<file path="config.mk">
export PLATFORM = sky130hd
export DESIGN_NAME = core_top
export DESIGN_NICKNAME = d
export VERILOG_FILES = /design/src/design/isa_pkg.sv /design/src/design/core_pkg.sv /design/src/design/word_ram.sv /design/src/design/fetch_unit.sv /design/src/design/instr_decoder.sv /design/src/design/execute_stage.sv /design/src/design/result_stage.sv /design/src/design/core_top.sv
export SDC_FILE = /design/constraint.sdc
export NUM_CORES = 2
export LEC_CHECK = 0
export BUFFER_PORTS_ARGS = -buffer_cell sky130_fd_sc_hd__buf_4
export CORE_MARGIN = 3
export CORE_UTILIZATION = 45
export CTS_BUF_LIST = sky130_fd_sc_hd__clkbuf_8
export DETAILED_ROUTE_END_ITERATION = 8
export SYNTH_ARGS = -nofsm -noshare
export SYNTH_HDL_FRONTEND = slang
export SYNTH_MEMORY_MAX_BITS = 65536
export SYNTH_SLANG_ARGS = --single-unit
</file>
<file path="constraint.sdc">
create_clock -name clk -period 45.7 [get_ports clk]
set_clock_uncertainty 0.05 [all_clocks]
set_input_delay 2.285 -clock clk [delete_from_list [all_inputs] [get_ports clk]]
set_output_delay 2.285 -clock clk [all_outputs]
set_load 0.005 [all_outputs]
</file>
<file path="src/design/isa_pkg.sv">
`default_nettype none

package isa_pkg;

    localparam int IMEM_DEPTH = 256;                // Program words
    localparam int PC_W       = $clog2(IMEM_DEPTH); // 8-bit pc, wraps at the top
    localparam int INSTR_W    = 9;                  // Instruction word width
    localparam int IMM_W      = 6;                  // ra, rb, lo packed together

    localparam logic [1:0] REG_ACC = 2'd1;          // r1 takes ALU and LDI results

    typedef enum logic [2:0] {
        OP_ADD  = 3'd0,                             // r1 = ra + rb
        OP_SUB  = 3'd1,                             // r1 = ra - rb
        OP_DONE = 3'd2,                             // Stop the run
        OP_AND  = 3'd3,                             // r1 = ra & rb
        OP_LDI  = 3'd4,                             // r1 = zero-extended imm6
        OP_LD   = 3'd5,                             // rb = mem[ra]
        OP_ST   = 3'd6,                             // mem[ra] = rb
        OP_BZ   = 3'd7                              // pc += signed imm6 when r1 is zero
    } opcode_e;

    // Bit 8 down to bit 0
    typedef struct packed {
        opcode_e    opcode;                         // [8:6]
        logic [1:0] ra;                             // [5:4] also imm6[5:4]
        logic [1:0] rb;                             // [3:2] also imm6[3:2]
        logic [1:0] lo;                             // [1:0] imm6[1:0] only
    } instr_t;

endpackage

`default_nettype wire

</file>
<file path="src/design/core_pkg.sv">
`default_nettype none

package core_pkg;

    localparam int DATA_W      = 8;                    // Register and memory word width
    localparam int DMEM_DEPTH  = 256;                  // Whole register value as address
    localparam int DADDR_W     = $clog2(DMEM_DEPTH);   // 8 address bits
    localparam int CYCLE_W     = 16;                   // Cycle counter width
    localparam int CYCLE_LIMIT = 4096;                 // Forced stop after this many cycles

    typedef enum logic [1:0] {
        ALU_ADD,                                       // a + b, modulo 256
        ALU_SUB,                                       // a - b, modulo 256
        ALU_AND,                                       // Bitwise and
        ALU_PASS_B                                     // b unchanged
    } alu_op_e;

    typedef enum logic {
        DEST_ACC,                                      // Write-back to r1
        DEST_RB                                        // Write-back to rb field
    } dest_e;

    // All-zero value is a harmless no-op
    typedef struct packed {
        alu_op_e             alu_op;                   // ALU function
        logic                use_imm;                  // Operands are 0 and imm
        logic                reg_we;                   // Register write-back
        dest_e               dest_sel;                 // r1 or rb
        logic                mem_read;                 // Write-back from data memory
        logic                mem_write;                // Store rb to mem[ra]
        logic                branch;                   // BZ
        logic                halt;                     // DONE
        logic [DATA_W-1:0]   imm;                      // Already extended
        logic [1:0]          ra;                       // Read port A index
        logic [1:0]          rb;                       // Read port B index
    } ctrl_t;

    typedef struct packed {
        logic [DATA_W-1:0]   alu_out;                  // ALU result
        logic                branch_taken;             // BZ with r1 zero
        logic [DADDR_W-1:0]  mem_addr;                 // Address from ra
        logic [DATA_W-1:0]   store_data;               // Data from rb
    } exec_t;

endpackage

`default_nettype wire

</file>
<file path="src/design/word_ram.sv">
`timescale 1ns/1ps
`default_nettype none

module word_ram #(
    parameter type word_t = logic [7:0],             // Payload of one word
    parameter int  DEPTH  = 256                      // Number of words
) (
    input  wire logic                     clk,
    input  wire logic                     we,        // Write strobe
    input  wire logic [$clog2(DEPTH)-1:0] waddr,
    input  wire word_t                    wdata,
    input  wire logic [$clog2(DEPTH)-1:0] raddr,
    output      word_t                    rdata      // Combinational read
);

    word_t mem [DEPTH];                              // Storage, contents survive reset

    always_ff @(posedge clk) begin
        if (we) begin
            mem[waddr] <= wdata;                     // Visible after the edge
        end
    end

    // Async read so fetch and LD see the word in the same cycle
    assign rdata = mem[raddr];

endmodule

`default_nettype wire

</file>
<file path="src/design/fetch_unit.sv">
`timescale 1ns/1ps
`default_nettype none

module fetch_unit
    import isa_pkg::*, core_pkg::*;
(
    input  wire logic                clk,
    input  wire logic                reset,
    input  wire logic                start,         // Host level, run begins on its fall
    input  wire logic                halt,          // DONE being executed
    input  wire logic                branch_taken,  // BZ condition met
    input  wire logic [DATA_W-1:0]   branch_off,    // Sign-extended offset
    output      logic [PC_W-1:0]     pc,
    output      logic                running,
    output      logic                done,
    output      logic [CYCLE_W-1:0]  cycles
);

    logic                armed;                     // start seen high since last launch
    logic                launch;                    // Begin a run at this edge
    logic                limit_hit;                 // This cycle is the last allowed one
    logic [PC_W-1:0]     next_pc;
    logic [CYCLE_W-1:0]  cycles_next;

    assign launch      = armed && !start && !running;
    assign cycles_next = cycles + 1'b1;
    assign limit_hit   = (cycles_next == CYCLE_W'(CYCLE_LIMIT));

    // Relative branch, plain increment otherwise; both wrap
    assign next_pc = branch_taken ? pc + branch_off : pc + 1'b1;

    always_ff @(posedge clk) begin
        if (reset) begin
            armed   <= 1'b0;
            running <= 1'b0;
            done    <= 1'b0;
            pc      <= '0;
            cycles  <= '0;
        end else begin
            if (start && !running) begin
                armed <= 1'b1;                      // Wait for start to drop
            end else if (launch) begin
                armed <= 1'b0;                      // One run per start pulse
            end

            if (launch) begin
                running <= 1'b1;
                done    <= 1'b0;                    // Cleared only by a new run
                pc      <= '0;                      // Always from address 0
                cycles  <= '0;
            end else if (running) begin
                pc     <= next_pc;
                cycles <= cycles_next;              // DONE cycle counted too
                if (halt || limit_hit) begin
                    running <= 1'b0;
                    done    <= 1'b1;                // Held until next launch
                end
            end
        end
    end

endmodule

`default_nettype wire

</file>
<file path="src/design/instr_decoder.sv">
`timescale 1ns/1ps
`default_nettype none

module instr_decoder
    import isa_pkg::*, core_pkg::*;
(
    input  wire instr_t  instr,                     // From instruction memory
    input  wire logic    running,
    output      ctrl_t   ctrl
);

    logic [IMM_W-1:0] imm6;                         // Raw immediate field

    assign imm6 = {instr.ra, instr.rb, instr.lo};

    always_comb begin
        ctrl = '0;                                  // Idle core, no writes, no halt
        if (running) begin
            ctrl.ra       = instr.ra;
            ctrl.rb       = instr.rb;
            ctrl.alu_op   = ALU_PASS_B;             // Don't care for non-ALU ops
            ctrl.dest_sel = DEST_ACC;
            case (instr.opcode)
                OP_ADD: begin
                    ctrl.alu_op = ALU_ADD;
                    ctrl.reg_we = 1'b1;             // Into r1
                end
                OP_SUB: begin
                    ctrl.alu_op = ALU_SUB;
                    ctrl.reg_we = 1'b1;
                end
                OP_AND: begin
                    ctrl.alu_op = ALU_AND;
                    ctrl.reg_we = 1'b1;
                end
                OP_LDI: begin
                    ctrl.alu_op  = ALU_ADD;         // 0 + imm
                    ctrl.use_imm = 1'b1;
                    ctrl.reg_we  = 1'b1;
                    ctrl.imm     = {{(DATA_W-IMM_W){1'b0}}, imm6}; // Zero-extend
                end
                OP_LD: begin
                    ctrl.mem_read = 1'b1;
                    ctrl.reg_we   = 1'b1;
                    ctrl.dest_sel = DEST_RB;        // Only LD targets rb
                end
                OP_ST: begin
                    ctrl.mem_write = 1'b1;
                end
                OP_BZ: begin
                    ctrl.branch = 1'b1;
                    ctrl.imm    = {{(DATA_W-IMM_W){imm6[IMM_W-1]}}, imm6}; // Sign-extend
                end
                OP_DONE: begin
                    ctrl.halt = 1'b1;
                end
                default: ctrl = '0;                 // Unreachable with 3-bit opcode
            endcase
        end
    end

endmodule

`default_nettype wire

</file>
<file path="src/design/execute_stage.sv">
`timescale 1ns/1ps
`default_nettype none

module execute_stage
    import core_pkg::*;
(
    input  wire ctrl_t              ctrl,
    input  wire logic [DATA_W-1:0]  data_a,          // Register at ra
    input  wire logic [DATA_W-1:0]  data_b,          // Register at rb
    input  wire logic [DATA_W-1:0]  data_acc,        // r1, branch condition
    output      exec_t              ex
);

    logic [DATA_W-1:0] op_a;
    logic [DATA_W-1:0] op_b;
    logic [DATA_W-1:0] alu_res;

    // LDI turns the ALU into 0 + imm
    assign op_a = ctrl.use_imm ? '0 : data_a;
    assign op_b = ctrl.use_imm ? ctrl.imm : data_b;

    always_comb begin
        case (ctrl.alu_op)
            ALU_ADD:    alu_res = op_a + op_b;       // Wraps modulo 256
            ALU_SUB:    alu_res = op_a - op_b;
            ALU_AND:    alu_res = op_a & op_b;
            ALU_PASS_B: alu_res = op_b;
            default:    alu_res = op_b;
        endcase
    end

    always_comb begin
        ex              = '0;
        ex.alu_out      = alu_res;
        ex.branch_taken = ctrl.branch && (data_acc == '0); // BZ tests r1 only
        ex.mem_addr     = data_a;                    // LD and ST address by ra
        ex.store_data   = data_b;                    // ST source is rb
    end

endmodule

`default_nettype wire

</file>
<file path="src/design/result_stage.sv">
`timescale 1ns/1ps
`default_nettype none

module result_stage
    import isa_pkg::*, core_pkg::*;
(
    input  wire logic                clk,
    input  wire logic                reset,
    input  wire logic                running,       // Core owns the data memory
    input  wire ctrl_t               ctrl,
    input  wire exec_t               ex,
    output      logic [DATA_W-1:0]   data_a,
    output      logic [DATA_W-1:0]   data_b,
    output      logic [DATA_W-1:0]   data_acc,
    input  wire logic                host_we,       // Host write strobe
    input  wire logic [DADDR_W-1:0]  host_addr,
    input  wire logic [DATA_W-1:0]   host_wdata,
    output      logic [DATA_W-1:0]   host_rdata     // Combinational read-back
);

    logic [DATA_W-1:0]   regs [4];                  // r0 to r3
    logic [1:0]          wr_idx;                    // Write-back register
    logic [DATA_W-1:0]   wb_data;                   // Write-back value
    logic [DATA_W-1:0]   mem_rdata;
    logic [DADDR_W-1:0]  mem_addr;
    logic [DATA_W-1:0]   mem_wdata;
    logic                mem_we;

    // Three combinational read ports
    assign data_a   = regs[ctrl.ra];
    assign data_b   = regs[ctrl.rb];
    assign data_acc = regs[REG_ACC];

    assign wr_idx  = (ctrl.dest_sel == DEST_RB) ? ctrl.rb : REG_ACC;
    assign wb_data = ctrl.mem_read ? mem_rdata : ex.alu_out; // LD takes memory data

    always_ff @(posedge clk) begin
        if (reset) begin
            for (int i = 0; i < 4; i++) begin
                regs[i] <= '0;
            end
        end else if (ctrl.reg_we) begin
            regs[wr_idx] <= wb_data;                // ctrl is zero when idle
        end
    end

    // Host port locked out while the core runs
    assign mem_addr  = running ? ex.mem_addr : host_addr;
    assign mem_wdata = running ? ex.store_data : host_wdata;
    assign mem_we    = running ? ctrl.mem_write : host_we;

    word_ram #(
        .word_t (logic [DATA_W-1:0]),
        .DEPTH  (DMEM_DEPTH)
    ) u_dmem (
        .clk    (clk),
        .we     (mem_we),
        .waddr  (mem_addr),
        .wdata  (mem_wdata),
        .raddr  (mem_addr),                         // Shared address, async read
        .rdata  (mem_rdata)
    );

    assign host_rdata = mem_rdata;                  // Valid for host when idle

endmodule

`default_nettype wire

</file>
<file path="src/design/core_top.sv">
`timescale 1ns/1ps
`default_nettype none

module core_top
    import isa_pkg::*, core_pkg::*;
(
    input  wire logic                clk,
    input  wire logic                reset,
    input  wire logic                start,          // Run on falling edge
    output      logic                done,
    output      logic [CYCLE_W-1:0]  cycles,         // Cycles of the last run
    input  wire logic                imem_we,        // Program load strobe
    input  wire logic [PC_W-1:0]     imem_addr,
    input  wire instr_t              imem_wdata,
    input  wire logic                dmem_we,        // Data load strobe
    input  wire logic [DADDR_W-1:0]  dmem_addr,
    input  wire logic [DATA_W-1:0]   dmem_wdata,
    output      logic [DATA_W-1:0]   dmem_rdata
);

    logic [PC_W-1:0]    pc;
    logic               running;
    instr_t             instr;
    ctrl_t              ctrl;
    exec_t              ex;
    logic [DATA_W-1:0]  data_a;
    logic [DATA_W-1:0]  data_b;
    logic [DATA_W-1:0]  data_acc;

    fetch_unit u_fetch (
        .clk          (clk),
        .reset        (reset),
        .start        (start),
        .halt         (ctrl.halt),
        .branch_taken (ex.branch_taken),
        .branch_off   (ctrl.imm),                    // Sign-extended by decoder
        .pc           (pc),
        .running      (running),
        .done         (done),
        .cycles       (cycles)
    );

    word_ram #(
        .word_t (instr_t),
        .DEPTH  (IMEM_DEPTH)
    ) u_imem (
        .clk    (clk),
        .we     (imem_we && !running),               // No program writes mid-run
        .waddr  (imem_addr),
        .wdata  (imem_wdata),
        .raddr  (pc),
        .rdata  (instr)
    );

    instr_decoder u_dec (
        .instr   (instr),
        .running (running),
        .ctrl    (ctrl)
    );

    execute_stage u_exec (
        .ctrl     (ctrl),
        .data_a   (data_a),
        .data_b   (data_b),
        .data_acc (data_acc),
        .ex       (ex)
    );

    result_stage u_result (
        .clk        (clk),
        .reset      (reset),
        .running    (running),
        .ctrl       (ctrl),
        .ex         (ex),
        .data_a     (data_a),
        .data_b     (data_b),
        .data_acc   (data_acc),
        .host_we    (dmem_we),
        .host_addr  (dmem_addr),
        .host_wdata (dmem_wdata),
        .host_rdata (dmem_rdata)
    );

endmodule

`default_nettype wire

</file>
* Yosys cells after proc, flatten, opt, wreduce, memory -nomap -nowiden
Memories as Yosys holds them, arrays and structs flattened. A register that Yosys moved wholly into a read port is not among the register bits.
Cells that the tools add are included.
W data, S select, Z words.
** Cells by class
- $add $sub $neg :: 5
- Eq/ne operators :: 11
- Mux-type cells :: 37
- Bitwise logic cells :: 1
- Reduce and logical (&&, ||, !) cells :: 17
** Operators by type and width (number)
- $mux W8 :: 9
- $pmux W8 S4 :: 1
- $mux W1 :: 21
- $mux W21 :: 1
- $add A16 B1 Y16 const B :: 1
- $add A8 B8 Y8 :: 2
- $eq A16 B13 Y1 const B :: 1
- $pmux W8 S2 :: 1
- $eq A3 B3 Y1 const B :: 4
- $add A8 B1 Y8 const B :: 1
- $and A8 B8 Y8 :: 1
- $logic_not A8 Y1 :: 1
- $reduce_or A8 Y1 :: 1
- $sub A8 B8 Y8 :: 1
- $eq A3 B2 Y1 const B :: 2
- $mux W2 :: 3
- $pmux W2 S3 :: 1
- $logic_and A1 B1 Y1 :: 5
- $reduce_or A5 Y1 :: 1
- $eq A2 B2 Y1 const B :: 2
- $reduce_or A2 Y1 :: 2
- $eq A3 B1 Y1 const B :: 1
- $logic_not A3 Y1 :: 1
- $eq A2 B1 Y1 const B :: 1
- 5 further kinds :: 6
** Word-level totals
- Bits in registers :: 27
- Bits in writable memories :: 4384
- Bits of input ports :: 38
- Output and inout port bits :: 25
- Logic and storage cells :: 79
- Memories kept :: 3
** Memories
- u_imem.mem :: words 256, width 9, rd ports 1, clocked after Yosys merged registers in 1, write ports 1, line word_ram.sv:16 : word_t mem [DEPTH];
- u_result.u_dmem.mem :: words 256, width 8, rd ports 1, clocked after Yosys merged registers in 0, write ports 1, line word_ram.sv:16
- u_result.regs :: words 4, width 8, rd ports 3, clocked after Yosys merged registers in 0, write ports 4, line result_stage.sv:21 : logic [DATA_W-1:0] regs [4];

* Depth between registers and ports, before layout
An unclocked memory read counts as a cell.
- Depth after elaboration :: 10
- Gate-level depth with buffers :: 32
- Gate-level depth less buffers :: 23

* Modules after synthesis
Synthesis repeated with hierarchy kept, for this count alone.
** Unflattened totals
- Cell total of the unflattened synthesis :: 8447
- Area total of the unflattened synthesis :: 173252.4 µm²
** Modules (own cells, without submodules)
- word_ram (u_imem) :: instances 1, cells an instance 4228, area each 89098.0 µm², sequential area each 69186.4 µm²
- word_ram (u_result.u_dmem) :: instances 1, cells an instance 3725, area each 79396.1 µm², sequential area each 61499.0 µm²
- result_stage :: instances 1, cells an instance 132, area each 1936.9 µm², sequential area each 960.9 µm²
- fetch_unit :: instances 1, cells an instance 194, area each 1622.8 µm², sequential area each 540.5 µm²
- execute_stage :: instances 1, cells an instance 137, area each 973.4 µm², sequential area each 0.0 µm²
- instr_decoder :: instances 1, cells an instance 30, area each 211.5 µm², sequential area each 0.0 µm²
- core_top :: instances 1, cells an instance 1, area each 13.8 µm², sequential area each 0.0 µm²

* Least setup slack after synthesis
Ideal clock, no wire load.
- Path type :: reg2reg
- Start :: register with a tool-made name
- End :: memory u_result.u_dmem.mem[0][7] (netlist bit) (data pin)
- Setup time :: 2187 ps
- Arrival :: 13844 ps
- Data required time :: 43463 ps
- Setup slack :: 29618 ps
- Stages on the path, launching flop included :: 18
- Path buffers :: 8
- Period minus slack after synthesis :: 16082 ps
- Cells stage by stage :: dfxtp_1 buf_6 buf_6 buf_6 buf_6 buf_6 buf_2 mux4_2 mux4_2 mux4_2 mux4_2 buf_6 nand2_8 buf_6 mux2i_1 nand2_1 o21ai_1 o21ai_0
** RTL lines (line)
- end: declaration :: word_ram.sv:16

==> summary.md <==
| Metric | Value |
|---|---|
| Chip Width | 632 µm |
| Worst Path Arrival | 12,810 ps |
| Mapped Nets | 9,632 |
| Post-Syn Area | 0.176 mm² |
| Sequential cell area fraction in the yosys report | 0.751 |
| Max VDD drop | 0.0294 mV |
| Hold path depth | 2 |
| Top FF cell, synth | edfxtp_1 |
| Worst-path clk slew | 60 ps |
| Final Wtd Congestion | 0.902 |
| Worst Tran Pin Value | 1550 ps |
| Worst path buffer plus inverter count | 9 |
| Starting Density | 0.452 |
| Most frequent cells in the layout | edfxtp_1, mux4_2, clkbuf_8, nor2_1, nand2_1 |
| Longest Clk Path Bufs | 4 |
| Area Growth Syn to Fin | 10.6% |
| Layout cells sized above 1 | 0.196 |
| Core area | 0.389 mm² |
| Violated checks | max-slew violations |
| Initial antenna violation count | 40 |
| Async set-reset flop share out of synthesis | 0 |
| Cell Int Power | 6.17 mW |
| Root buf cell | clkbuf_8 |
| Crit path kind | flop to primary output |
| Most common cell after layout, fill and taps aside | edfxtp_1 |
| Via/cell ratio | 6.33 |
| Antenna-violating nets left | 0 |
| Reg2reg end | u_result.regs[1][0] |
| Final WL | 523,000 µm |
| PortBufs | 62 |
| Clock group share of total power | 0.376 |
| Worst endpoint required time | 43,370 ps |
| Drt wl/cell | 33.3 µm |
| Max-Cap Viols | 0 |
| Depth of the CTS H-tree | 6 |
| Fmax | 0.0660 GHz |
| CTS buffer count | 684 |
| Global-route wire length before repair | 737,000 µm |
| CTS tree | done |
| Sw Share | 0.247 |
| Final cycle utilization of the critical path | 0.331 |
| CTS resizes | 0 |
| Most used cell, CP | buf_4 |
| Die area | 0.399 mm² |
| Hold wc startpoint | u_fetch.armed |
| Hold endpoint | u_fetch.armed |
| Slowest-stage cell, CP | o21ai_0 |
| #FFs+latches synth | 4,419 |
| Total Neg Setup Slack | 0 ps |
| DRC Markers | 0 |
| Syn avg cell area | 18.4 µm² |
| Final Max Slew Viols | 88 |
| Setup bufs post-CTS | 0 |
| Final setup vio count | 0 |
| Path depth of the worst reg2reg path | 22 |
| Power per cell area | 42.1 mW/mm² |
| Pleak | 60.6 nW |
| Outcome | complete, but fails checks |
| Levels on crit path | 23 |
| DP Wirelength | 311,000 µm |
| Total number of vias | 99,300 |
| Slew margin rel. | -0.0342 |
| Post-synth EDFFs | 4,384 |
| Reg power frac | 0.548 |
| RSZ-0062 raised after global routing | false |
| Vias in the first global route | 97,300 |
| All-Layer GR Usage | 0.257 |
| Setup crit start kind | flop |
| # hold bufs at CTS | 0 |
| Critical path, cell by cell | buf_4 > buf_4 > buf_4 > mux4_2 > mux2i_1 > o22ai_1 > nand4bb_1 > o311a_1 > nand3_2 > o31ai_4 > buf_4 > nor2_8 > buf_4 > buf_4 > buf_12 > buf_4 > mux2i_1 > a221o_1 > a31oi_1 > o21ai_0 > nand4b_1 > or3_1 > buf_4 |
| Cell row count | 229 |
| Area contributors post-synth | edfxtp_1, mux4_2, mux2i_1 |
| Flop2flop setup slack | 33,630 ps |
| Crit path max fanout | 124 |
| CTS Sinks | 4,419 |
| Worst-Skew Late Latency | 1240 ps |
| Synth Instances | 9,575 |
| Leading area contributor after synthesis | edfxtp_1 |
| NetSw | 2.02 mW |
| Largest net degree at the start of global routing | 217 |
| Final Critical Period | 15,140 ps |
| Synth unique cells | 113 |
| Initial drt markers | 14,000 |
| Top-area cell type share of the netlist area | 0.747 |
| Grt ovf | 0 |
| Slowest stage delay, CP | 990 ps |
| Hold Vio Cnt, Final | 0 |
| Comb pwr share | 0.076 |
| Chip height | 632 µm |
| CP Capture Type | primary output |
| Layout net count | 9,994 |
| Boundary Pins | 63 |
| CP top delay family | buffers and inverters |
| Ys Warns | 0 |
| # fillers | 31,500 |
| Pre-Repair DR Iteration Count | 6 |
| Final Util | 0.500 |
| Worst Hold Class | flop to flop |
-- state kept, by name, summed over array words and instances (netlist names), named ones only --
name	flops
u_fetch.running	1
u_fetch.pc	8
u_result.u_dmem.mem	2048
u_fetch.done	1
u_imem.mem	2304
u_fetch.armed	1
u_fetch.cycles	16
u_result.regs	32
-- power by group through the flow --
stage,Sequential (mW),Combinational [mW],Clock (mW)
global placement,4.57,0.599,0
CTS,4.49,0.610,3.12
detailed placement,4.58,0.609,0
finish,4.49,0.622,3.08
floorplan,4.58,0.339,0
global route,4.49,0.643,3.31
-- per-layer routing --
layer	GRT usage	vias up	share of wire
met5	0	-	0.00030
met4	0.0972	22	0.040
met3	0.0706	1085	0.12
met2	0.381	6281	0.45
met1	0.365	51900	0.39
li1	-	39900	-
-- worst max-delay path by stage --
stage	from	to	slack [ps]
global route	flop	dmem_rdata[4]	29740
detailed placement	flop	dmem_rdata[4]	31730
finish	flop	dmem_rdata[4]	30560
global placement	flop	dmem_rdata[4]	31820
CTS	flop	dmem_rdata[4]	30370
floorplan	flop	u_result.u_dmem.mem[0][7]	29620
-- cell usage after synthesis, types with 10 or more instances --
master     count
edfxtp_1    4384
mux4_2       760
nor2_1       640
nand2_1      508
mux2i_1      481
clkbuf_1     284
nand3_1      273
a21oi_1      269
o21ai_0      228
a211oi_1     214
buf_2        207
o22ai_1      145
a22oi_1       88
and3_1        88
a2111oi_0     69
nor4_1        67
buf_4         57
a211o_1       48
buf_6         47
buf_1         46
a31oi_1       45
a221oi_1      43
dfxtp_1       35
nor3_1        34
nand4_1       32
nor2b_1       27
xor2_1        23
a32oi_1       19
inv_1         19
nand2b_1      19
o41ai_1       19
ha_1          17
mux2_2        17
a311o_1       16
o31ai_1       15
a21o_1        14
and2_1        14
or3_1         14
xnor2_1       12
o221ai_1      11
o22a_1        11
o211ai_1      10
-- through the flow --
stage	area [µm²]	hold slack [ps]	worst slack [ps]	power (mW)	std cells
after global placement	182000	427	31820	5.17	14400
after CTS	195000	460	30370	8.22	15700
after floorplan	176000	415	29620	4.92	9575
after detailed placement	182000	445	31730	5.18	14400
after global routing	195000	495	29740	8.44	15700
final	195000	459	30560	8.20	15700
-- logic make-up after synthesis --
family / count (synthesis) / synth area share
flip-flops: 4419 / 0.751
AND/OR/NAND/NOR: 1777 / 0.0458
AO/OA/AOI/OAI: 1391 / 0.0543
multiplexers: 1262 / 0.126
buffers and inverters: 672 / 0.0195
XOR/XNOR: 35 / 0.00174
adder cells (fa/ha/maj): 19 / 0.00143
-- area by class of cell --
type,instances,area [µm²],share of cell area
multi-input combinational,4484,40700,0.209
clock buffer,692,9520,0.0489
inverter,24,91.3,0.000469
sequential,4419,132000,0.679
timing repair buffer,324,2690,0.0138
antenna,19,47.5,0.000244
tap,5197,6500,0.0334
clock inverter,518,2870,0.0147
-- worst reg2reg max path, delay by kind of cell (launching register included) --
| kind | cells | cell delay, ps |
|---|---|---|
| buffers and inverters | 8 | 5390 |
| AOI/OAI and AO/OA | 5 | 1140 |
| and+or+nand+nor | 6 | 2930 |
| DFF | 1 | 730 |
| muxes | 3 | 1590 |
No activity file was read; power rests on OpenSTA's default activity.
